### src/verilog/geom_pkg.sv
package geom_pkg;

  // fixed point format shared by the whole projection path
  localparam int frac_bits = 14;

  // raw vertex coordinate from the geometry stage
  localparam int pos_width = 16;

  // camera position, a little wider so it can sit outside the model
  localparam int cam_width = 18;

  // unit basis component, 1.0 is 1 << frac_bits
  localparam int vec_width = 16;

  // vertex minus camera needs one extra bit
  localparam int rel_width = cam_width + 1;

  // dot product after dropping frac_bits
  // two guard bits for the sum of three terms
  localparam int dot_width = rel_width + vec_width - frac_bits + 2;

  // divider operand and quotient width
  localparam int quot_width = 2 * frac_bits + 1;

  // viewport coordinate, signed
  localparam int screen_width = 12;

endpackage

### src/verilog/proj_pkg.sv
package proj_pkg;

  // per lane control
  typedef enum logic [1:0] {
    IDLE,    // waiting for a start from the dispatcher
    DOT,     // dot products in flight
    DIVIDE,  // both dividers running
    HOLD     // result ready, waiting for the collector
  } lane_state_t;

  // sequential divider control
  typedef enum logic [1:0] {
    DIV_IDLE,
    DIV_RUN,
    DIV_DONE
  } div_state_t;

  localparam int tag_width = 4;  // wraps, consumer matches results by tag

endpackage

### src/verilog/vertex_dispatch.sv
`timescale 1ns/1ps

module vertex_dispatch import geom_pkg::*, proj_pkg::*; #(
  parameter int num_lanes = 3
) (
  input  logic                        clk_in,
  input  logic                        rst_in,
  input  logic                        vtx_valid,
  input  logic signed [pos_width-1:0] vtx_x,
  input  logic signed [pos_width-1:0] vtx_y,
  input  logic signed [pos_width-1:0] vtx_z,
  input  logic [num_lanes-1:0]        lane_busy,
  output logic                        vtx_accept,
  output logic [num_lanes-1:0]        lane_start,
  output logic signed [pos_width-1:0] lane_x,
  output logic signed [pos_width-1:0] lane_y,
  output logic signed [pos_width-1:0] lane_z,
  output logic [tag_width-1:0]        lane_tag
);

  logic [num_lanes-1:0] free_lanes;
  logic [num_lanes-1:0] pick;
  logic [tag_width-1:0] tag_cnt;

  // a lane started last cycle only shows busy one cycle later
  assign free_lanes = ~lane_busy & ~lane_start;
  assign pick       = free_lanes & (~free_lanes + 1'b1);  // lowest free lane
  assign vtx_accept = |free_lanes;

  always_ff @(posedge clk_in) begin
    if (rst_in) begin
      lane_start <= '0;
      tag_cnt    <= '0;
    end else begin
      lane_start <= vtx_valid ? pick : '0;
      if (vtx_valid && vtx_accept) tag_cnt <= tag_cnt + 1'b1;  // wraps
    end
  end

  always_ff @(posedge clk_in) begin
    if (vtx_valid && vtx_accept) begin
      lane_x   <= vtx_x;
      lane_y   <= vtx_y;
      lane_z   <= vtx_z;
      lane_tag <= tag_cnt;
    end
  end

  strobe_needs_accept: assert property (@(posedge clk_in) disable iff (rst_in)
    vtx_valid |-> vtx_accept)
    else $error("vertex strobe while no lane is free");

  // a started lane must have been idle
  start_to_idle_lane: assert property (@(posedge clk_in) disable iff (rst_in)
    (lane_start & lane_busy) == '0)
    else $error("start given to a busy lane");

endmodule

### config.mk
export PLATFORM = sky130hd
export DESIGN_NAME = vertex_dispatch
export DESIGN_NICKNAME = d
export VERILOG_FILES = /design/src/verilog/geom_pkg.sv /design/src/verilog/proj_pkg.sv /design/src/verilog/vertex_dispatch.sv
export SDC_FILE = /design/constraint.sdc
export NUM_CORES = 1
export LEC_CHECK = 0
export BUFFER_PORTS_ARGS = -buffer_cell sky130_fd_sc_hd__buf_4
export CORE_MARGIN = 2
export CORE_UTILIZATION = 38
export DETAILED_ROUTE_END_ITERATION = 12
export GPL_TIMING_DRIVEN = 0
export MAX_ROUTING_LAYER = met4
export PLACE_DENSITY = 0.74
export SLEW_MARGIN = 20
export SYNTH_ARGS = -nofsm -noshare
export SYNTH_HDL_FRONTEND = slang
export SYNTH_SLANG_ARGS = --single-unit
### constraint.sdc
create_clock -name clk_in -period 2.2 [get_ports clk_in]
set_input_delay 0.22 -clock clk_in [delete_from_list [all_inputs] [get_ports clk_in]]
set_output_delay 0.22 -clock clk_in [all_outputs]
set_load 0.05 [all_outputs]
Word-level counts from Yosys, hierarchy flattened
Cells that the tools add are included.
{ "word_totals": {"reg_bits": 59, "out_inout_bits": 56, "word_cells": 17} }
{ "classes": {"addsub": 2, "n_bitwise": 6, "reduce_logical": 3} }
{ "ops": {"columns": ["operator", "n"], "rows": [
  ["3-bit inverter", 3],
  ["3-bit AND", 2],
  ["4-bit by 1-bit adder with 4-bit output, second input constant", 1],
  ["3-bit by 1-bit adder with 3-bit output, second input constant", 1],
  ["3-bit OR reduction", 1],
  ["2-bit OR reduction", 1],
  ["1-bit logical AND", 1],
  ["1-bit inverter", 1]
]} }

Longest topological paths before layout
Gate-level depths: netlist (run 1).
{ "depth": {"word_depth": 5, "ltp_mapped": 4, "mapped_depth_nobuf": 3} }

Worst setup path after synthesis (run 1)
OpenSTA, ideal clock, no wires.
{ "synth_timing": {"path_kind": "register to register", "start": "register lane_start[0]", "end": "register tag_cnt[0]", "setup_ns": 0.123, "arrival_ns": 2.230, "required_time_ns": 2.077, "path_slack_ns": -0.153, "path_stages_with_launch": 5, "path_buffers": 1, "period_less_slack_ns": 2.353, "path_cell_list": "dfxtp_1 -> or2_1 -> buf_6 -> a21boi_4 -> mux2_1"} }
{ "synth_via": {"elab_chain_len": 4} }
{ "synth_lines": {"columns": ["element", "line_no", "text"], "rows": [
  ["from (decl)", "vertex_dispatch.sv:14", "output logic [num_lanes-1:0] lane_start,"],
  ["from (signal assigned)", "vertex_dispatch.sv:35", "lane_start <= vtx_valid ? pick : '0;"],
  ["3-bit inverter", "vertex_dispatch.sv:26", "assign free_lanes = ~lane_busy & ~lane_start;"],
  ["3-bit AND", "vertex_dispatch.sv:26", null],
  ["3-bit OR reduction", "vertex_dispatch.sv:28", "assign vtx_accept = |free_lanes;"],
  ["1-bit logical AND", "vertex_dispatch.sv:36", "if (vtx_valid && vtx_accept) tag_cnt <= tag_cnt + 1'b1;"],
  ["to (signal assigned)", "vertex_dispatch.sv:36", null],
  ["to (decl)", "vertex_dispatch.sv:23", "logic [tag_width-1:0] tag_cnt;"]
]} }
No other way between the ends.
A chain may end at the register's enable or synchronous reset.

Final worst setup path (run 1)
Ends and elaborated chain as after synthesis.

==> qor.yml, run 1 <==
logic_synthesis:
  ys_ff_latch: 59
  synth_nets: 142
  synth_cell_types: 26
  synth_edf_count: 52
  synth_cells: 87
  async_flop_share_pct: 0
  ys_top_cells_by_area: "edfxtp_1 (82%), dfxtp_1 (7.3%), a21boi_4 (0.98%)"
  synth_common_cells: "edfxtp_1 (52), dfxtp_1 (7), nor2_1 (3)"
  ys.flop_type: "edfxtp_1"
  synth.top_cell.area_share_pct: 81.6
  synth_area_leader_cell: "edfxtp_1"
  netlist_area_sq_um: 1910
  yosysWarnings: 0
  synth_area_per_cell_sq_um: 22.0
  synth_seq_area_share_pct: 88.9
  yosysMostFrequentCell: "edfxtp_1"
critical_path:
  r2r_slack_ns: 0.50
  cp-start-kind: "flip-flop"
  cp_top_family: "compound AO/OA/AOI/OAI gates"
  reg2reg_depth: 5
  worstPathArrival_ns: 1.92
  timing_worst_setup_path_type: "flip-flop to flip-flop"
  path_cells: "or2_1 -> buf_6 -> a21boi_4 -> buf_16 -> mux2_4"
  worstPathRequired_ns: 2.42
  regToRegEndpoint: "tag_cnt[0]"
  cp.depth: 5
  startpoint: "lane_start[0]"
  crit_end: "tag_cnt[0]"
  crit_path_max_incr_delay_ns: 0.39
  slowest_stage: "a21boi_4"
  rr_startpoint: "lane_start[0]"
  critPathBufInv: 2
  endpoint_kind: "flip-flop"
  critPathMaxFanout: 24
timing:
  hold_slack_ns: 0.0597
  setup_violations: 0
  finalHoldViolations: 0
  tns_ns: 0
  worstMarginPinSlew_ns: 0.449
  fin_crit_ns: 1.70
  setup_ws_ns: 0.500
  clock.fmax_mhz: 588
  slew_headroom_pct: 70.0
  finalCritPeriodShare_pct: 77.3
  fin_skew_ns: 0.00780
  slew_violations: 0
  rsz0062_at_grt: "false"
clocking:
  cts-root-buf: "clkbuf_8"
  post-cts-setup-buffers: 0
  cts.htree.levels: 3
  cts_resized: 0
  cts_tree: "built"
  clk_path_buf_depth: 2
  clkSinkCount: 59
  clk_latency_ns: 0.32
  clk_pin_slew_ns: 0.06
  holdBufCountCts: 0
  cts_buffers: 9
floorplan:
  placementRows: 25
  coreArea_sq_um: 4790
  top_level_ports: 110
  die_y_microns: 75.0
  initial_core_util_pct: 40.0
  die_x_microns: 75.0
  dieArea_sq_um: 5620
global_route:
  grt_max_degree: 25
  grt_util_all_layers_pct: 14.6
  antenna_found_initial: 0
  grt_pass1_vias: 1196
  grt_pass1_wl_microns: 5510
  grt.overflow.total: 0
run:
  max_cap_violations: 0
layout:
  finalInstanceArea_sq_um: 3030
  area_growth_pct: 58.2
  drive_gt1_share_pct: 60.6
  diodes: 0
  final_net_count: 264
route:
  viasPerCell: 4.36
  ant_nets: 0
  drc_errors: 0
  wl_per_cell_microns: 13.5
  firstDrtPassIters: 4
  vias: 1220
  drt_wl_total_microns: 3780
  dr.first_iter.drc_count: 32
pwr:
  peakVddDrop_mv: 0.447
  p_leak_nw: 1.29
  p_per_area_nw_per_um2: 833
worst_hold_path:
  hold_class: "input pin to flip-flop"
place:
  place_ws_ns: 0.451
  gp_congestion: 0.684
  place_hpwl_microns: 2800
  io_buffers: 109
  place_area_sq_um: 2880
run_status:
  status: "finished clean"
sequential cells by signal, summed over array words and instances, names as in the netlist:
signal and cells:
lane_start 3, lane_tag 4, lane_x 16, lane_y 16
lane_z 16, tag_cnt 4
worst register-to-register path, cell delays in order (launching register included):
cell and delay, ns:
dfxtp_2 0.32, or2_1 0.21, buf_6 0.13, a21boi_4 0.39, buf_16 0.23, mux2_4 0.31
kinds of logic (layout without fill, tap and decap cells):
family                   after synthesis  after routing  share of synthesized area, %
buffers and inverters                  3            129                         0.981
AND/OR/NAND/NOR                       16             16                          5.17
flip-flops                            59             59                          88.9
adder cells (fa/ha/maj)                1              1                         0.654
AO/OA/AOI/OAI                          5              5                          2.55
multiplexers                           3              3                          1.70
stage by stage:
| stage | utilization, % | power [W] | cells |
|---|---|---|---|
| floorplan | - | 0.00160 | 87 |
| global placement | 59.0 | 0.00177 | 263 |
| detailed placement | 60.1 | 0.00179 | 265 |
| CTS | 63.2 | 0.00256 | 280 |
| global route | 63.2 | 0.00263 | 280 |
| finish | 63.2 | 0.00252 | 280 |
worst min path at each step:
stage / from / end / slack [ns] / cells past startpoint
floorplan: lane_busy[2] / lane_start[2] / 0.29 / 1
global placement: lane_busy[2] / lane_start[2] / 0.39 / 2
detailed placement: lane_busy[2] / lane_start[2] / 0.40 / 2
CTS: lane_busy[2] / lane_start[2] / 0.04 / 2
global route: lane_busy[2] / lane_start[2] / 0.04 / 2
finish: lane_busy[2] / lane_start[2] / 0.06 / 2
layout make-up:
type / instances / area (sq um)
Sequential cell: 59 / 1710
Inverter: 1 / 3.75
Multi-Input combinational cell: 25 / 196
Tap cell: 67 / 83.8
Clock buffer: 10 / 128
Clock inverter: 5 / 21.3
Timing Repair Buffer: 111 / 873
Buffer: 2 / 15.0
Fill cell: 406 / 1760
cell usage in the layout, fill, tap and decap left out:
cell type and instances:
nor2b_1 2, nor3_1 1, nor2_1 3, buf_16 2, clkinv_1 3, mux2i_1 1
ha_1 1, nor3b_1 1, clkbuf_8 9, mux2_2 1, mux2_4 1, dfxtp_1 4
nand4_1 1, edfxtp_1 52, clkinv_2 2, nand3b_1 1, clkbuf_1 2, nor4_1 1
a21oi_1 1, nand2b_1 2, buf_6 1, a211oi_1 1, nor4bb_1 1, or2_1 1
dfxtp_2 3, and4b_1 1, a211o_1 1, a21boi_4 1, o22a_1 1, nand2_1 1
inv_1 1, buf_4 109
metal layers:
metal | GRT usage, % | up-vias | wire length, microns
met1 | 16.0 | 568 | 1370
li1 | - | 585 | -
met4 | 7.14 | 0 | 38
met5 | - | - | 0
met3 | 7.63 | 5 | 422
met2 | 21.7 | 62 | 1940
power by group:
part | internal, W | leakage (nW) | switching (W) | total [W]
registers | 0.00130 | 0.563 | 0.0000192 | 0.00131
logic | 0.000161 | 0.647 | 0.000285 | 0.000446
clock network | 0.000386 | 0.0784 | 0.000375 | 0.000761
total | 0.00184 | 1.29 | 0.000680 | 0.00252
No activity file was read; power rests on OpenSTA's default activity.
==> run 2, diff against run 1 <==
CORE_UTILIZATION = 43   (was 38)
PLACE_DENSITY = 0.79   (was 0.74)
clock period = 1.7 ns   (was 2.2 ns; I/O delays follow)
==> run 2 against run 1 <==
Against the previous run:
- via count increased by 2.5%
- worst setup slack got worse by 0.32 ns
- critical path depth did not move
- maximum frequency is 12% higher
==> qor.yml, run 2 (synthesis results as in run 1) <==
clocking:
  clk_path_buf_depth: 2
  cts_buffers: 9
  cts_resized: 0
  cts.htree.levels: 3
  clk_latency_ns: 0.33
  cts-root-buf: "clkbuf_8"
  cts_tree: "built"
  clk_pin_slew_ns: 0.06
  clkSinkCount: 59
timing:
  finalHoldViolations: 0
  finalCritPeriodShare_pct: 89.3
  slew_headroom_pct: 77.6
  tns_ns: 0
  slew_violations: 0
  rsz0062_at_grt: "false"
  hold_slack_ns: 0.0115
  setup_violations: 0
  fin_crit_ns: 1.52
  worstMarginPinSlew_ns: 0.336
  fin_skew_ns: 0.00574
  clock.fmax_mhz: 659
critical_path:
  cp-start-kind: "flip-flop"
  worstPathRequired_ns: 1.91
  worstPathArrival_ns: 1.73
  timing_worst_setup_path_type: "flip-flop to flip-flop"
  endpoint_kind: "flip-flop"
  critPathMaxFanout: 23
global_route:
  grt_util_all_layers_pct: 17.8
  grt_pass1_vias: 1295
  antenna_found_initial: 0
  grt.overflow.total: 0
  grt_max_degree: 24
  grt_pass1_wl_microns: 6410
floorplan:
  initial_core_util_pct: 44.2
  placementRows: 24
  dieArea_sq_um: 5000
  top_level_ports: 110
  die_y_microns: 70.7
  die_x_microns: 70.7
  coreArea_sq_um: 4320
route:
  viasPerCell: 4.67
  vias: 1251
  drc_errors: 0
  dr.first_iter.drc_count: 74
  firstDrtPassIters: 4
  wl_per_cell_microns: 16.1
  drt_wl_total_microns: 4320
  ant_nets: 0
place:
  gp_congestion: 0.793
  place_inst: 250
  place_hpwl_microns: 3230
  io_buffers: 109
layout:
  area_growth_pct: 58.7
  layout_commonest_cell: "buf_4"
  diodes: 0
  drive_gt1_share_pct: 61.6
  nFillCells: 301
  reg_top3: "lane_x: 16 flops, lane_y: 16 flops, lane_z: 16 flops"
  instances_no_fill: 268
  final_net_count: 266
  utilization_pct: 70.2
  final_cell_mix: "buf_4 (111), edfxtp_1 (52), clkbuf_8 (9), dfxtp_1 (4), nor2_1 (3)"
pwr:
  p_per_area_nw_per_um2: 1090
  peakVddDrop_mv: 0.613
  p_int_w: 0.00240
  swShare_pct: 27.8
  p_sw_w: 0.000923
  combPwrFrac_pct: 17.7
  p_clk_share_pct: 31.0
  p_total_w: 0.00332
  p_seq_share_pct: 51.3
  p_leak_nw: 1.30
run:
  max_cap_violations: 0
worst_hold_path:
  hold_class: "input pin to flip-flop"
run_status:
  status: "finished clean"
run 2: cell types whose count changed in the layout (fill, tap and decap cells not counted):
cell / before / now
clkinvlp_4: 0 / 2
dfxtp_2: 3 / 2
buf_4: 109 / 111
clkinv_1: 3 / 2
dfxtp_4: 0 / 1
run 2: timing repair:
item,CTS,global route
hold buffers,0,0
endpoints found under the setup margin,42,0
setup buffers,2,0
run 2: through the flow:
| stage | setup slack [ns] | instance area [sq um] |
|---|---|---|
| floorplan | -0.477 | 1920 |
| global placement | -0.619 | 2810 |
| detailed placement | -0.169 | 2860 |
| CTS | 0.178 | 3040 |
| global route | 0.130 | 3040 |
| finish | 0.183 | 3040 |
run 2: final cells by class:
type,instances,area (sq um),share of cell area [%]
repair buffers,113,888,29.3
plain buffers,2,15.0,0.494
flip-flops and latches,59,1710,56.2
inverters,1,3.75,0.124
multi-input cells,25,196,6.47
clock inverters,6,32.5,1.07
clock buffers,10,128,4.20
well taps,52,65.1,2.14
run 2: per-layer routing:
| metal | up-vias | global-route usage [%] | routed length (microns) |
|---|---|---|---|
| met1 | 576 | 20.0 | 1660 |
| met3 | 7 | 6.98 | 458 |
| met4 | 0 | 8.18 | 78 |
| li1 | 589 | - | - |
| met5 | - | - | 0 |
| met2 | 79 | 28.1 | 2120 |
run 2: power groups by stage:
stage | logic (W) | clock network [W] | registers [W]
finish | 0.000588 | 0.00103 | 0.00170
global route | 0.000611 | 0.00112 | 0.00171
CTS | 0.000593 | 0.00105 | 0.00171
detailed placement | 0.000587 | 0 | 0.00174
global placement | 0.000553 | 0 | 0.00173
floorplan | 0.0000622 | 0 | 0.00201
run 2: final timing paths:
kind            startpoint             to  slack, ns  cells past startpoint
max          lane_start[0]     tag_cnt[0]       0.18                      5
min           lane_busy[2]  lane_start[2]       0.01                      2
max reg2reg  lane_start[0]     tag_cnt[0]       0.18                      5
min reg2reg  lane_start[2]  lane_start[2]       0.43                      1
run 2: worst max-delay path, cell delays in order, from the launching register on:
cell and delay (ns):
dfxtp_4 0.34, or2_1 0.21, buf_6 0.13, a21boi_4 0.21
buf_16 0.20, mux2_4 0.31
==> run 3, diff against run 2 <==
RECOVER_POWER = 100   (was default)
clock period = 1.65 ns   (was 1.7 ns; I/O delays follow)
==> run 3 against run 2 <==
Against the previous run:
- combinational power fell by 5.8%
- critical path depth grew 1
- sequential share of layout area up 2.1 points
- register-to-register slack worse by 0.05 ns
- non-clock buffer count increased by 11
- largest cell class unchanged
- highest routed layer unchanged
==> qor.yml, run 3 (synthesis results as in run 1) <==
floorplan:
  top_level_ports: 110
  placementRows: 24
  coreArea_sq_um: 4320
  die_y_microns: 70.7
  dieArea_sq_um: 5000
  die_x_microns: 70.7
  initial_core_util_pct: 44.2
timing:
  slew_headroom_pct: 57.2
  fin_crit_ns: 1.59
  clock.fmax_mhz: 629
  rsz0062_at_grt: "false"
  finalHoldViolations: 0
  fin_skew_ns: 0.00721
  setup_violations: 0
  slew_violations: 0
  finalCritPeriodShare_pct: 96.3
  worstMarginPinSlew_ns: 0.644
  hold_slack_ns: 0.0320
pwr:
  peakVddDrop_mv: 0.625
  p_total_w: 0.00337
  p_per_area_nw_per_um2: 1150
  p_leak_nw: 1.13
layout:
  reg_top3: "lane_x: 16 flops, lane_y: 16 flops, lane_z: 16 flops"
  final_cell_mix: "clkbuf_1 (57), edfxtp_1 (52), clkbuf_4 (50), clkbuf_8 (9), dlygate4sd3_1 (9)"
  area_growth_pct: 53.0
  diodes: 0
  final_net_count: 277
  layout_commonest_cell: "clkbuf_1"
  instances_no_fill: 279
  drive_gt1_share_pct: 34.8
clocking:
  cts_buffers: 9
  cts_tree: "built"
  clkSinkCount: 59
  clk_pin_slew_ns: 0.07
  cts-root-buf: "clkbuf_8"
  clk_latency_ns: 0.33
  clk_path_buf_depth: 2
  cts.htree.levels: 3
critical_path:
  r2r_slack_ns: 0.13
  timing_worst_setup_path_type: "input pin to flip-flop"
  startpoint: "lane_busy[2]"
  endpoint_kind: "flip-flop"
  rr_startpoint: "lane_start[0]"
  regToRegEndpoint: "lane_y[9]"
  critPathMaxFanout: 19
  reg2reg_depth: 5
  cp-start-kind: "input pin"
  worstPathRequired_ns: 1.69
  worstPathArrival_ns: 1.63
  crit_end: "lane_y[9]"
global_route:
  gr-usage-met3_pct: 6.98
  grt.overflow.total: 0
  busiest_layer: "met2"
  grtUsageMet2_pct: 28.3
  grt_util_all_layers_pct: 17.9
  grt_max_degree: 24
  grt_pass1_vias: 1307
  met1_usage_pct: 20.0
  grt_pass1_wl_microns: 6440
  antenna_found_initial: 0
route:
  vias: 1329
  viasPerCell: 4.76
  wl_per_cell_microns: 16.4
  firstDrtPassIters: 4
  drt_wl_total_microns: 4580
  dr.first_iter.drc_count: 74
  drc_errors: 0
  ant_nets: 0
run_status:
  status: "finished clean"
run:
  max_cap_violations: 0
place:
  place_inst: 250
  place_hpwl_microns: 3230
  gp_congestion: 0.793
  io_buffers: 109
worst_hold_path:
  hold_class: "input pin to flip-flop"
==> run 3: changes by cell type in the layout (fill, tap and decap cells not counted) <==
| cell | change |
|---|---|
| clkbuf_1 | +55 |
| buf_1 | +1 |
| buf_16 | -1 |
| clkbuf_4 | +50 |
| dlygate4sd3_1 | +9 |
| clkbuf_2 | +1 |
| clkbuf_16 | +1 |
| buf_4 | -105 |
==> run 3: worst max-delay path: stages <==
cell and delay [ns]:
dlygate4sd3_1 0.53, buf_1 0.11, o22a_1 0.24, a21boi_4 0.23
clkbuf_2 0.18, buf_16 0.16
==> run 3: what timing repair did <==
action                                 4_1_cts  5_1_grt
setup endpoints to repair                   42       20
resized for setup                            0        1
pin swaps                                    1        1
endpoints found under the hold margin        4        5
buffers inserted                             2        1
hold buffers                                 4        5
gates cloned                                 0        1
==> run 3: worst min path at each step <==
stage,from,endpoint,slack (ns),cells after the start
2_1_floorplan,lane_busy[2],lane_start[2],0.24,1
3_3_place_gp,lane_busy[2],lane_start[2],0.33,2
3_5_place_dp,vtx_x[8],lane_x[8],0.34,1
4_1_cts,vtx_x[2],lane_x[2],0.00005,1
5_1_grt,vtx_x[1],lane_x[1],0.02,1
6_report,vtx_y[2],lane_y[2],0.03,1
==> run 3: final cells by class <==
cell class              instances  area (sq um)
well taps                      52          65.1
clock buffers                  10           128
plain buffers                   2          15.0
flip-flops and latches         59          1710
inverters                       1          3.75
repair buffers                124           778
clock inverters                 6          32.5
multi-input cells              25           196
fillers                       349          1400
==> run 3: where the power goes <==
part	internal [W]	switching (W)
logic	0.000161	0.000393
clock network	0.000528	0.000536
registers	0.00173	0.0000282
==> run 3: metal layers <==
| metal | up-vias | part of all wire (%) |
|---|---|---|
| li1 | 611 | - |
| met1 | 625 | 40 |
| met2 | 86 | 48 |
| met3 | 7 | 10 |
| met4 | 0 | 1.7 |
| met5 | - | 0 |
==> run 3: metrics by stage <==
step           utilization (%)  TNS, ns  worst slack, ns  instance area [sq um]
2_1_floorplan                -   -24.75           -0.527                   1920
3_3_place_gp              64.9   -32.99           -0.669                   2810
3_5_place_dp              66.2    -3.64           -0.219                   2860
4_1_cts                   71.2        0           0.0196                   3080
5_1_grt                   67.7        0           0.0110                   2930
6_report                  67.7        0           0.0608                   2930
