## src/verilog/geom_pkg.sv

```systemverilog
package geom_pkg;

  // fixed point format shared by the whole projection path
  localparam int frac_bits = 14;

  // raw vertex coordinate from the geometry stage
  localparam int pos_width = 16;

  // camera position, a little wider so it can sit outside the model
  localparam int cam_width = 18;

  // unit basis component, 1.0 is 1 << frac_bits
  localparam int vec_width = 16;

  // vertex minus camera needs one extra bit
  localparam int rel_width = cam_width + 1;

  // dot product after dropping frac_bits
  // two guard bits for the sum of three terms
  localparam int dot_width = rel_width + vec_width - frac_bits + 2;

  // divider operand and quotient width
  localparam int quot_width = 2 * frac_bits + 1;

  // viewport coordinate, signed
  localparam int screen_width = 12;

endpackage

```

## src/verilog/proj_pkg.sv

```systemverilog
package proj_pkg;

  // per lane control
  typedef enum logic [1:0] {
    IDLE,    // waiting for a start from the dispatcher
    DOT,     // dot products in flight
    DIVIDE,  // both dividers running
    HOLD     // result ready, waiting for the collector
  } lane_state_t;

  // sequential divider control
  typedef enum logic [1:0] {
    DIV_IDLE,
    DIV_RUN,
    DIV_DONE
  } div_state_t;

  localparam int tag_width = 4;  // wraps, consumer matches results by tag

endpackage

```

## src/verilog/result_collect.sv

```systemverilog
`timescale 1ns/1ps

module result_collect import geom_pkg::*, proj_pkg::*; #(
  parameter int num_lanes = 3
) (
  input  logic                                   clk_in,
  input  logic                                   rst_in,
  input  logic                                   res_ready,
  input  logic [num_lanes-1:0]                   lane_done,
  input  logic [num_lanes-1:0][tag_width-1:0]    lane_tag,
  input  logic [num_lanes-1:0]                   lane_culled,
  input  logic [num_lanes-1:0][screen_width-1:0] lane_x,
  input  logic [num_lanes-1:0][screen_width-1:0] lane_y,
  input  logic [num_lanes-1:0][dot_width-1:0]    lane_depth,
  output logic [num_lanes-1:0]                   lane_take,
  output logic                                   res_valid,
  output logic [tag_width-1:0]                   res_tag,
  output logic                                   res_culled,
  output logic signed [screen_width-1:0]         res_x,
  output logic signed [screen_width-1:0]         res_y,
  output logic signed [dot_width-1:0]            res_depth
);

  localparam int sel_width = (num_lanes > 1) ? $clog2(num_lanes) : 1;

  logic                 can_load;
  logic [sel_width-1:0] sel;

  // register empty or draining this cycle
  assign can_load = !res_valid || res_ready;

  // fixed priority, lane 0 wins
  always_comb begin
    sel = '0;
    for (int i = num_lanes - 1; i >= 0; i--) begin
      if (lane_done[i]) sel = sel_width'(i);
    end
  end

  assign lane_take = (can_load && |lane_done) ? (num_lanes'(1) << sel) : '0;

  always_ff @(posedge clk_in) begin
    if (rst_in) begin
      res_valid <= 1'b0;
    end else if (can_load) begin
      res_valid <= |lane_done;
    end
  end

  always_ff @(posedge clk_in) begin
    if (|lane_take) begin
      res_tag    <= lane_tag[sel];
      res_culled <= lane_culled[sel];
      res_x      <= lane_x[sel];
      res_y      <= lane_y[sel];
      res_depth  <= lane_depth[sel];
    end
  end

  // one lane per cycle, and only a lane that is holding a result
  take_one_done_lane: assert property (@(posedge clk_in) disable iff (rst_in)
    $onehot0(lane_take) && ((lane_take & ~lane_done) == '0))
    else $error("bad lane_take pattern");

endmodule

```

## config.mk

```make
export PLATFORM = sky130hd
export DESIGN_NAME = result_collect
export DESIGN_NICKNAME = d
export VERILOG_FILES = /design/src/verilog/geom_pkg.sv /design/src/verilog/proj_pkg.sv /design/src/verilog/result_collect.sv
export SDC_FILE = /design/constraint.sdc
export NUM_CORES = 1
export LEC_CHECK = 0
export BUFFER_PORTS_ARGS = -buffer_cell sky130_fd_sc_hd__buf_2
export CORE_MARGIN = 8
export CORE_UTILIZATION = 36
export DETAILED_ROUTE_END_ITERATION = 8
export PLACE_DENSITY = 0.78
export SLEW_MARGIN = 10
export SYNTH_ARGS = -nofsm -noshare
export SYNTH_HDL_FRONTEND = slang
export SYNTH_SLANG_ARGS = --single-unit
```

## constraint.sdc

```tcl
create_clock -name clk_in -period 3.4 [get_ports clk_in]
set_clock_uncertainty 0.15 [all_clocks]
set_input_delay 0.34 -clock clk_in [delete_from_list [all_inputs] [get_ports clk_in]]
set_output_delay 0.34 -clock clk_in [all_outputs]
set_load 0.05 [all_outputs]
```

* Word-level counts from Yosys, hierarchy flattened
Cells that the tools add are included.
** Operators by class
- Muxes and demuxes :: 14
- $mul :: 0
- Div/mod/pow operators :: 0
- Magnitude comparators :: 1
- Bitwise operators :: 0
- Reductions and logical operators :: 5
- Equality and inequality tests :: 0
- Shift-type cells :: 1
- $add $sub $neg :: 0
** Operators with widths (number)
- 12-bit binary-select mux with 2-bit select :: 2
- 23-bit binary-select mux with 2-bit select :: 1
- 12-bit 2-to-1 mux :: 2
- 23-bit 2-to-1 mux :: 1
- 4-bit binary-select mux with 2-bit select :: 1
- 2-bit 2-to-1 mux :: 3
- 3-bit OR reduction :: 2
- 4-bit 2-to-1 mux :: 1
- 2-bit by 3-bit < comparator with 1-bit output, second input constant :: 1
- 3-bit 2-to-1 mux :: 1
- 1-bit by 2-bit left shift with 3-bit output, first input constant :: 1
- 1-bit binary-select mux with 2-bit select :: 1
- 1-bit logical AND :: 1
- 1-bit logical NOT :: 1
- 1-bit logical OR :: 1
- 1-bit 2-to-1 mux :: 1
** Storage, ports and cells
- Logic and storage cells :: 27
- ROM bits :: 0
- Flip-flop bits (word level) :: 53
- Output and inout port bits :: 56
- Memories :: 0
- Bits in latches :: 0
- Bits of input ports :: 162
- Bits in writable memories :: 0

* Logic depth before layout (Yosys ltp)
Gate-level depths: netlist of run 1.
- Depth after elaboration :: 6
- Gate-level depth with buffers :: 5
- Depth with buffers taken out :: 3

* Worst setup path before layout of run 1
OpenSTA, ideal clock, no wires.
- Path kind :: input-to-reg
- Start point :: in lane_done[0]
- End point :: reg res_culled (enable)
- Required time :: 2788 ps
- Path buffers :: 2
- Stages on the path :: 4
- Library setup time :: 462 ps
- Data arrival time :: 2933 ps
- Setup slack :: -146 ps
- Cells stage by stage :: buf_2 buf_2 nor3_1 nor2_1
** Between the ends
- Cells in the longest elaborated chain, start to end :: 4
- Elaborated cells on any way between the ends :: 6
- Those cells by class :: shift (1); mux (2); reduce/logical (3)
** RTL lines
- start, declared :: line result_collect.sv:9 : input logic [num_lanes-1:0] lane_done,
- 2-bit 2-to-1 mux / 3-bit OR reduction (equally long branches) :: line result_collect.sv:36, result_collect.sv:40
- 1-bit by 2-bit left shift with 3-bit output / 1-bit logical AND (equally long branches) :: line result_collect.sv:40 : assign lane_take = (can_load && |lane_done) ? (num_lanes'(1) << sel) : '0;
- 3-bit 2-to-1 mux (*) :: line result_collect.sv:40
- 3-bit OR reduction (*) :: line result_collect.sv:51 : if (|lane_take) begin
- end signal, assigned :: line result_collect.sv:53 : res_culled <= lane_culled[sel];
- end, declared :: line result_collect.sv:18 : output logic res_culled,
Every way passes the cells marked *; elsewhere a longest branch is shown, timed or not.
A chain may end at the register's enable or synchronous reset.

* Worst setup path in the final report of run 1
- Start point :: in lane_done[0]
- End point :: out lane_take[1]
** Between the ends
- Cells in the longest elaborated chain, start to end :: 3
- Elaborated cells on any way between the ends :: 5
- Those cells by class :: shift (1); mux (2); reduce/logical (2)
** RTL lines
- 2-bit 2-to-1 mux / 3-bit OR reduction (equally long branches) :: line result_collect.sv:36, result_collect.sv:40
- 1-bit by 2-bit left shift with 3-bit output / 1-bit logical AND (equally long branches) :: line result_collect.sv:40
- 3-bit 2-to-1 mux (*) :: line result_collect.sv:40
- end, declared :: line result_collect.sv:15 : output logic [num_lanes-1:0] lane_take,
Marks and branches as above.

==> results.py, run 1 <==
metrics = {
    "critical_path": {
        "critical_path_class": "primary input to primary output",
        "arrival_ns": 2.08,
        "startpoint_type": "primary input",
        "rr_endpoint": "res_y[5]",
        "r2r_start": "res_valid",
        "reg2reg_slack_ns": 1.88,
        "path_max_fanout": 57,
        "endpoint_kind": "primary output",
        "crit_required_ns": 2.91,
        "worstRegToRegCells": 3,
    },
    "finish": {
        "fin_util_pct": 51.8,
        "insertedDiodeCount": 0,
        "syn_to_final_growth_pct": 42.1,
        "nNetsFinal": 614,
        "drive_above_1_share_pct": 51.9,
    },
    "drt": {
        "viasPerCell": 5.28,
        "antenna_left": 0,
        "drt-total-wl_um": 9830,
        "first_iter_violations": 145,
        "firstDrtPassIters": 4,
        "via_count": 2932,
        "drcViolationCount": 0,
        "detail_route.wl_per_cell_um": 17.7,
    },
    "timing": {
        "final-hold-violation-count": 0,
        "fmax_ghz": 0.389,
        "setup_viol": 0,
        "rsz0062_at_grt": "no",
        "relSlewSlack_pct": 27.0,
        "slew_violations": 0,
        "finalSetupTns_ns": 0,
        "tightestPinTransition_ns": 1.10,
        "finalCriticalPeriod_ns": 2.57,
        "fin_crit_sh_pct": 75.6,
    },
    "floorplanning": {
        "design.portCount": 218,
        "core_um2": 7610,
        "core.rowCount": 32,
        "dieArea_um2": 10800,
        "initial_core_util_pct": 36.4,
        "die_y_um": 104,
        "die_x_um": 104,
    },
    "pwr": {
        "p_per_area_nw_per_um2": 456,
        "p_sw_share_pct": 34.5,
        "power_frac_comb_pct": 31.2,
        "p_switching_uw": 620,
        "irDropWorstVdd_v": 0.000191,
        "p_leak_uw": 0.00171,
        "clkPwrFrac_pct": 23.5,
        "internal_power_uw": 1180,
        "p_total_uw": 1800,
        "power_frac_seq_pct": 45.3,
    },
    "clock_network": {
        "post_cts_buffers": 0,
        "cts_hold_buf": 0,
        "cts_buffer_depth": 2,
        "root_buffer": "clkbuf_8",
        "htree_levels": 2,
        "clk_pin_slew_worst_paths_ns": 0.09,
        "clock_latency_ns": 0.29,
        "clock_sinks": 53,
        "cts_tree": "done",
        "cts_resized": 0,
        "cts_buffers": 5,
    },
    "grt": {
        "grt_pass1_vias": 3206,
        "grt_pass1_wl_um": 15800,
        "antenna_found_initial": 0,
        "grt_max_degree": 58,
        "grt_remaining_overflow": 0,
        "grt.total_usage_pct": 17.5,
    },
    "logic_synthesis": {
        "synth_area_leader_cell": "edfxtp_1",
        "synth.area.top_cells": "edfxtp_1 (56%), o32ai_1 (16%), a21oi_1 (9.2%)",
        "synth_nets": 413,
        "ys_seq_area_share_pct": 57.0,
        "ys_seq_elements": 53,
        "synth_area_um2": 2770,
        "syn_avg_cell_area_um2": 11.0,
        "synth_warnings": 0,
        "ys_types": 16,
        "netlist.area_leader.share_pct": 56.3,
        "synthCells": 251,
    },
    "placement": {
        "place.port_buffers": 217,
        "post-dp-hpwl_um": 7450,
        "gp_congestion": 0.747,
    },
    "run_status": {
        "status": "finished, final reports clean",
    },
    "hold_path": {
        "hold_end": "res_valid",
        "hold_depth": 2,
        "hp-start": "rst_in",
        "hp-class": "primary input to register",
    },
    "flow_run": {
        "max_cap_viol_count": 0,
    },
}
## logic make-up (layout without fill, tap and decap cells)
| kind of cell | after synthesis | after routing | synth area share (%) |
|---|---|---|---|
| flip-flops | 53 | 53 | 57.0 |
| AO/OA/AOI/OAI | 103 | 103 | 25.5 |
| AND/OR/NAND/NOR | 65 | 65 | 9.57 |
| buffers and inverters | 30 | 232 | 7.85 |
## power by group through the flow
stage          clock, uW  sequential, uW  combinational [uW]
2_1_floorplan          0            1060                 146
3_3_place_gp           0             827                 551
3_5_place_dp           0             829                 562
4_1_cts              434             814                 562
5_1_grt              459             820                 594
6_report             422             814                 559
## metal layers
layer | wire length [um] | track usage (%) | vias up
met1 | 3740 | 19.1 | 1355
met4 | 177 | 6.20 | 0
li1 | - | - | 1392
met5 | 0 | 0 | -
met3 | 861 | 5.64 | 14
met2 | 5050 | 31.0 | 171
## worst max-delay path by stage
stage	from	end	slack [ns]	depth (start not counted)
finish	lane_done[0]	lane_take[1]	0.83	5
global route	lane_done[0]	lane_take[1]	0.71	5
CTS	lane_done[0]	lane_take[1]	0.86	5
detailed placement	lane_done[0]	lane_take[1]	0.86	5
global placement	lane_done[0]	lane_take[1]	0.96	5
floorplan	res_valid	lane_take[2]	0.57	2
## worst max-delay path, stage by stage
cell and delay (ns):
buf_2 0.80, nand2b_2 0.28, buf_4 0.34, nor2_1 0.08, buf_2 0.22
## layout by cell type, fill, tap and decap left out
| master | Yosys | routed |
|---|---|---|
| a21oi_1 | 51 | 51 |
| buf_2 | 12 | 217 |
| buf_4 | 0 | 6 |
| bufinv_16 | 0 | 1 |
| clkbuf_8 | 0 | 5 |
| clkinv_1 | 0 | 1 |
| clkinvlp_4 | 0 | 1 |
| dfxtp_1 | 1 | 1 |
| edfxtp_1 | 52 | 52 |
| inv_2 | 1 | 1 |
| nand2b_2 | 0 | 2 |
| nor2_1 | 56 | 55 |
| nor2_4 | 0 | 1 |
| nor2b_1 | 1 | 1 |
| nor3_1 | 3 | 3 |
| nor4_1 | 1 | 1 |
| nor4b_1 | 1 | 1 |
| o22ai_1 | 1 | 1 |
| o32ai_1 | 51 | 51 |
| or2_2 | 0 | 1 |
## state kept, by name (all words and copies together) (netlist names)
signal / cells
res_depth: 23
res_y: 12
res_tag: 4
res_valid: 1
res_culled: 1
res_x: 12
## per-stage QoR
stage | hold slack, ns | area (um2) | instances | setup slack, ns
floorplan | 0.262 | 2780 | 251 | 0.569
CTS | 0.0338 | 3940 | 555 | 0.856
global route | 0.0405 | 3940 | 555 | 0.712
detailed placement | 0.360 | 3830 | 547 | 0.858
finish | 0.0470 | 3940 | 555 | 0.828
global placement | 0.350 | 3830 | 547 | 0.964
## cells in the mapped netlist (all sizes together)
master / count
dfxtp: 1
nor4b: 1
edfxtp: 52
buf: 24
o32ai: 51
a21oi: 51
nor4: 1
nand2b: 2
inv: 1
clkbuf: 5
nor2b: 1
nor3: 3
or2: 1
nor2: 56
o22ai: 1
## area by class of cell
cell class	count	area (um2)
multi-input combinational	168	986
sequential	53	1580
clock buffer	5	68.8
clock inverter	3	41.3
tap	102	128
fill	736	3670
timing repair buffer	223	1130
inverter	1	3.75
(Power assumes the default switching activity.)
==> run 2, diff against run 1 <==
- CORE_UTILIZATION: 36 -> 40
- PLACE_DENSITY: 0.78 -> 0.82
- clock period: 3.4 -> 2.4 ns (I/O delays scaled with it)
==> run 2 against run 1 <==
  * Global-route usage up 0.33 points
  * First-iteration DRC count down 32%
  * Total power up 41%
  * Largest power group unchanged
==> results.py, run 2 (same netlist as run 1, synthesis figures left out) <==
metrics = {
    "finish": {
        "reg.largest.list": "res_depth x23, res_x x12, res_y x12",
        "final_common_cell": "buf_2",
        "finalNonFillerCells": 536,
        "top_register": "res_depth",
        "layout_common_cells": "buf_2 (217), nor2_1 (55), edfxtp_1 (52)",
        "drive_above_1_share_pct": 52.0,
        "syn_to_final_growth_pct": 42.1,
        "final_area_um2": 3940,
        "insertedDiodeCount": 0,
        "largest_reg_flops": 23,
        "nNetsFinal": 617,
        "fin_util_pct": 58.3,
    },
    "drt": {
        "drt-total-wl_um": 9480,
        "routed.top_layer": "met4",
        "detail_route.wl_per_cell_um": 17.7,
        "viasPerCell": 5.32,
        "antenna_left": 0,
        "met3_length_um": 883,
        "first_iter_violations": 99,
        "via_count": 2854,
        "drcViolationCount": 0,
        "firstDrtPassIters": 6,
        "dr_wl_met2_um": 4800,
        "wl_met1_um": 3590,
    },
    "clock_network": {
        "root_buffer": "clkbuf_8",
        "htree_levels": 2,
        "clock_latency_ns": 0.29,
        "clk_pin_slew_worst_paths_ns": 0.09,
        "cts_tree": "done",
        "clock_sinks": 53,
        "cts_buffers": 5,
        "post_cts_buffers": 0,
        "cts_buffer_depth": 2,
    },
    "critical_path": {
        "crit_required_ns": 2.01,
        "crit_path_max_incr_delay_ns": 0.32,
        "r2r_start": "res_valid",
        "startpoint_type": "register",
        "crit_chain": "nor2b_1, nor4b_2, buf_2",
        "crit_buf_inv": 1,
        "arrival_ns": 1.39,
        "path_max_fanout": 5,
        "cp-startpoint": "res_valid",
        "endpoint_kind": "primary output",
        "cp_top_family": "simple AND/OR/NAND/NOR gates",
        "critical_path_class": "register to primary output",
        "cp_slowest_cell": "dfxtp_1",
    },
    "grt": {
        "grt_max_degree": 53,
        "grt_pass1_vias": 2985,
        "grt_remaining_overflow": 0,
        "grt_pass1_wl_um": 14400,
        "antenna_found_initial": 0,
        "grt.total_usage_pct": 17.8,
    },
    "timing": {
        "final-hold-violation-count": 0,
        "tightestPinTransition_ns": 1.00,
        "slew_violations": 0,
        "setup_viol": 0,
        "finalCriticalPeriod_ns": 1.78,
        "fmax_ghz": 0.561,
        "rsz0062_at_grt": "no",
        "finalSetupTns_ns": 0,
        "hold_ws_ns": 0.0766,
        "relSlewSlack_pct": 33.1,
        "fin_crit_sh_pct": 74.2,
    },
    "placement": {
        "place.port_buffers": 217,
        "post-dp-hpwl_um": 7260,
        "gp_congestion": 0.752,
        "dpl_cell_area_um2": 3820,
        "dpl.cell_count": 527,
    },
    "flow_run": {
        "max_cap_viol_count": 0,
    },
    "hold_path": {
        "hp-class": "primary input to register",
        "hp-start": "lane_depth[4]",
    },
    "pwr": {
        "irDropWorstVdd_v": 0.000381,
        "p_per_area_nw_per_um2": 641,
        "p_leak_uw": 0.00173,
    },
    "floorplanning": {
        "core.rowCount": 30,
        "design.portCount": 218,
        "die_y_um": 99.3,
        "die_x_um": 99.3,
        "core_um2": 6760,
        "dieArea_um2": 9850,
        "initial_core_util_pct": 41.0,
    },
    "run_status": {
        "status": "finished, final reports clean",
    },
}
## run 2: cell types whose count changed in the layout (fill, tap and decap cells not counted), sizes merged
| cell | delta |
|---|---|
| clkbuf | +1 |
| buf | +2 |
| dlygate4sd3 | +1 |
| clkinvlp | -1 |
## run 2: per-layer routing
layer / vias up / track usage (%)
met4: 0 / 6.75
li1: 1397 / -
met3: 16 / 6.08
met1: 1276 / 19.0
met5: - / 0
met2: 165 / 31.8
## run 2: worst paths after layout
kind | cells after the start | end | slack (ns)
max | 3 | lane_take[2] | 0.62
min | 3 | res_depth[4] | 0.08
max reg2reg | 3 | res_depth[1] | 0.90
min reg2reg | 3 | res_valid | 0.65
## run 2: area by class of cell
class / instances / area (um2)
Clock buffer: 6 / 72.6
Clock inverter: 2 / 33.8
Multi-Input combinational cell: 168 / 992
Timing Repair Buffer: 226 / 1160
Inverter: 1 / 3.75
Sequential cell: 53 / 1580
Tap cell: 80 / 100
Fill cell: 600 / 2820
## run 2: where the power goes
group          internal, uW  switching [uW]  leakage [uW]
sequential             1130            20.1      0.000522
combinational           228             565       0.00115
clock                   308             273     0.0000528
total                  1670             858       0.00173
## run 2: worst reg2reg max path, stage by stage, from the launching register on
cell	delay (ns)
dfxtp_1	0.34
nor2b_1	0.41
nor2_4	0.07
buf_4	0.25
## run 2: timing repair
action / in CTS / in global routing
gates resized for setup: 0 / 0
endpoints found under the hold margin: 1 / 0
hold buffers: 1 / 0
## run 2: through the flow
step | setup slack [ns] | total power (uW)
final | 0.619 | 2530
after global routing | 0.543 | 2630
after CTS | 0.632 | 2550
after detailed placement | 0.573 | 1970
after global placement | 0.605 | 1950
after floorplan | 0.302 | 1720
==> run 3, diff against run 2 <==
- clock period: 2.4 -> 1.8 ns (I/O delays scaled with it)
==> run 3 against run 2 <==
  * Sequential power grew 34%
  * Core utilization grew 0.91 points
  * Cell area grew 1.6%
  * Critical endpoint unchanged
  * Largest cell class unchanged
  * Largest power group unchanged
==> results.py, run 3 (same netlist as run 1, synthesis figures left out) <==
metrics = {
    "critical_path": {
        "rr_endpoint": "res_depth[18]",
        "startpoint_type": "register",
        "worstRegToRegCells": 3,
        "crit_required_ns": 1.47,
        "reg2reg_slack_ns": 0.42,
        "r2r_start": "res_valid",
        "arrival_ns": 1.32,
        "endpoint_kind": "primary output",
        "critical_path_class": "register to primary output",
        "path_max_fanout": 5,
    },
    "flow_run": {
        "max_cap_viol_count": 0,
    },
    "finish": {
        "insertedDiodeCount": 0,
        "top_register": "res_depth",
        "fillers": 603,
        "reg.largest.list": "res_depth x23, res_x x12, res_y x12",
        "finalNonFillerCells": 539,
        "multi_input_area_um2": 1000,
        "ff_latch_area_um2": 1590,
        "nNetsFinal": 620,
        "layout_common_cells": "buf_2 (217), nor2_1 (55), edfxtp_1 (52)",
        "syn_to_final_growth_pct": 44.3,
        "largest_reg_flops": 23,
        "final_common_cell": "buf_2",
        "drive_above_1_share_pct": 52.5,
    },
    "clock_network": {
        "cts_buffers": 5,
        "clk_pin_slew_worst_paths_ns": 0.10,
        "htree_levels": 2,
        "cts_tree": "done",
        "root_buffer": "clkbuf_8",
        "clock_sinks": 53,
        "clock_latency_ns": 0.30,
        "cts_buffer_depth": 2,
    },
    "timing": {
        "rsz0062_at_grt": "no",
        "slew_violations": 0,
        "fmax_ghz": 0.605,
        "tightestPinTransition_ns": 0.365,
        "finalSetupTns_ns": 0,
        "finalCriticalPeriod_ns": 1.65,
        "fin_crit_sh_pct": 91.8,
        "setup_viol": 0,
        "setup_slack_ns": 0.148,
        "relSlewSlack_pct": 75.7,
        "final-hold-violation-count": 0,
    },
    "grt": {
        "grt_pass1_vias": 3047,
        "grt.total_usage_pct": 19.2,
        "grt_pass1_wl_um": 15200,
        "antenna_found_initial": 0,
        "grt_remaining_overflow": 0,
        "grt_max_degree": 53,
    },
    "floorplanning": {
        "die_y_um": 99.3,
        "design.portCount": 218,
        "core_um2": 6760,
        "initial_core_util_pct": 41.0,
        "core.rowCount": 30,
        "die_x_um": 99.3,
        "dieArea_um2": 9850,
    },
    "placement": {
        "post-dp-hpwl_um": 7640,
        "place.port_buffers": 217,
        "gp_congestion": 0.785,
        "dpl.cell_count": 529,
        "place_ws_ns": 0.272,
    },
    "drt": {
        "first_iter_violations": 77,
        "via_count": 2908,
        "firstDrtPassIters": 4,
        "drt-total-wl_um": 9990,
        "drcViolationCount": 0,
        "detail_route.wl_per_cell_um": 18.5,
        "viasPerCell": 5.40,
        "antenna_left": 0,
    },
    "pwr": {
        "p_total_uw": 3400,
        "p_leak_uw": 0.00175,
        "irDropWorstVdd_v": 0.000318,
        "p_per_area_nw_per_um2": 850,
    },
    "hold_path": {
        "hp-start": "lane_x[10]",
        "hold_end": "res_x[10]",
        "hp-class": "primary input to register",
        "hold_depth": 3,
    },
    "run_status": {
        "status": "finished, final reports clean",
    },
}
## run 3: changes by cell type in the layout (fill, tap and decap cells not counted), sizes merged
cell / change
buf: +2
dlygate4sd3: +1
## run 3: metal layers
metal  part of all wire [%]  wire length [um]  track usage [%]
met5                      0                 0                0
met4                    1.7               170             5.59
met3                     10              1030             8.03
met2                     53              5280             35.4
met1                     35              3500             19.2
## run 3: worst max-delay path by stage
stage                 startpoint            end  cells past startpoint
floorplan              res_valid     res_culled                      2
global placement    lane_done[1]  res_depth[21]                      5
detailed placement  lane_done[1]     res_tag[3]                      5
CTS                    res_valid   lane_take[2]                      3
global route           res_valid   lane_take[2]                      3
finish                 res_valid   lane_take[2]                      3
## run 3: worst max-delay path: stages, from the launching register on
cell	delay, ns
dfxtp_4	0.35
nor2b_4	0.14
nor4b_2	0.21
buf_2	0.31
## run 3: cell type report
| type | count | share of cell area [%] |
|---|---|---|
| flip-flops and latches | 53 | 39.6 |
| repair buffers | 229 | 30.1 |
| multi-input cells | 168 | 25.0 |
| well taps | 80 | 2.50 |
| clock buffers | 6 | 1.81 |
| clock inverters | 2 | 0.844 |
| inverters | 1 | 0.0938 |
## run 3: power by group
group	internal (uW)	switching (uW)
clock network	411	376
registers	1510	31.7
logic	317	756
## run 3: repair_timing
| item | in CTS | in global routing |
|---|---|---|
| resized for setup | 0 | 0 |
| hold buffers | 1 | 1 |
| setup buffers | 0 | 0 |
| endpoints found under the hold margin | 1 | 1 |
## run 3: stage by stage
stage          hold slack, ns  instance area, um2  utilization (%)
6_report              0.00871                4000             59.2
5_1_grt               0.00756                4000             59.2
4_1_cts               0.00394                3990             59.1
3_5_place_dp            0.197                3870             57.4
3_3_place_gp            0.178                3870             57.4
2_1_floorplan          0.0927                2810                -
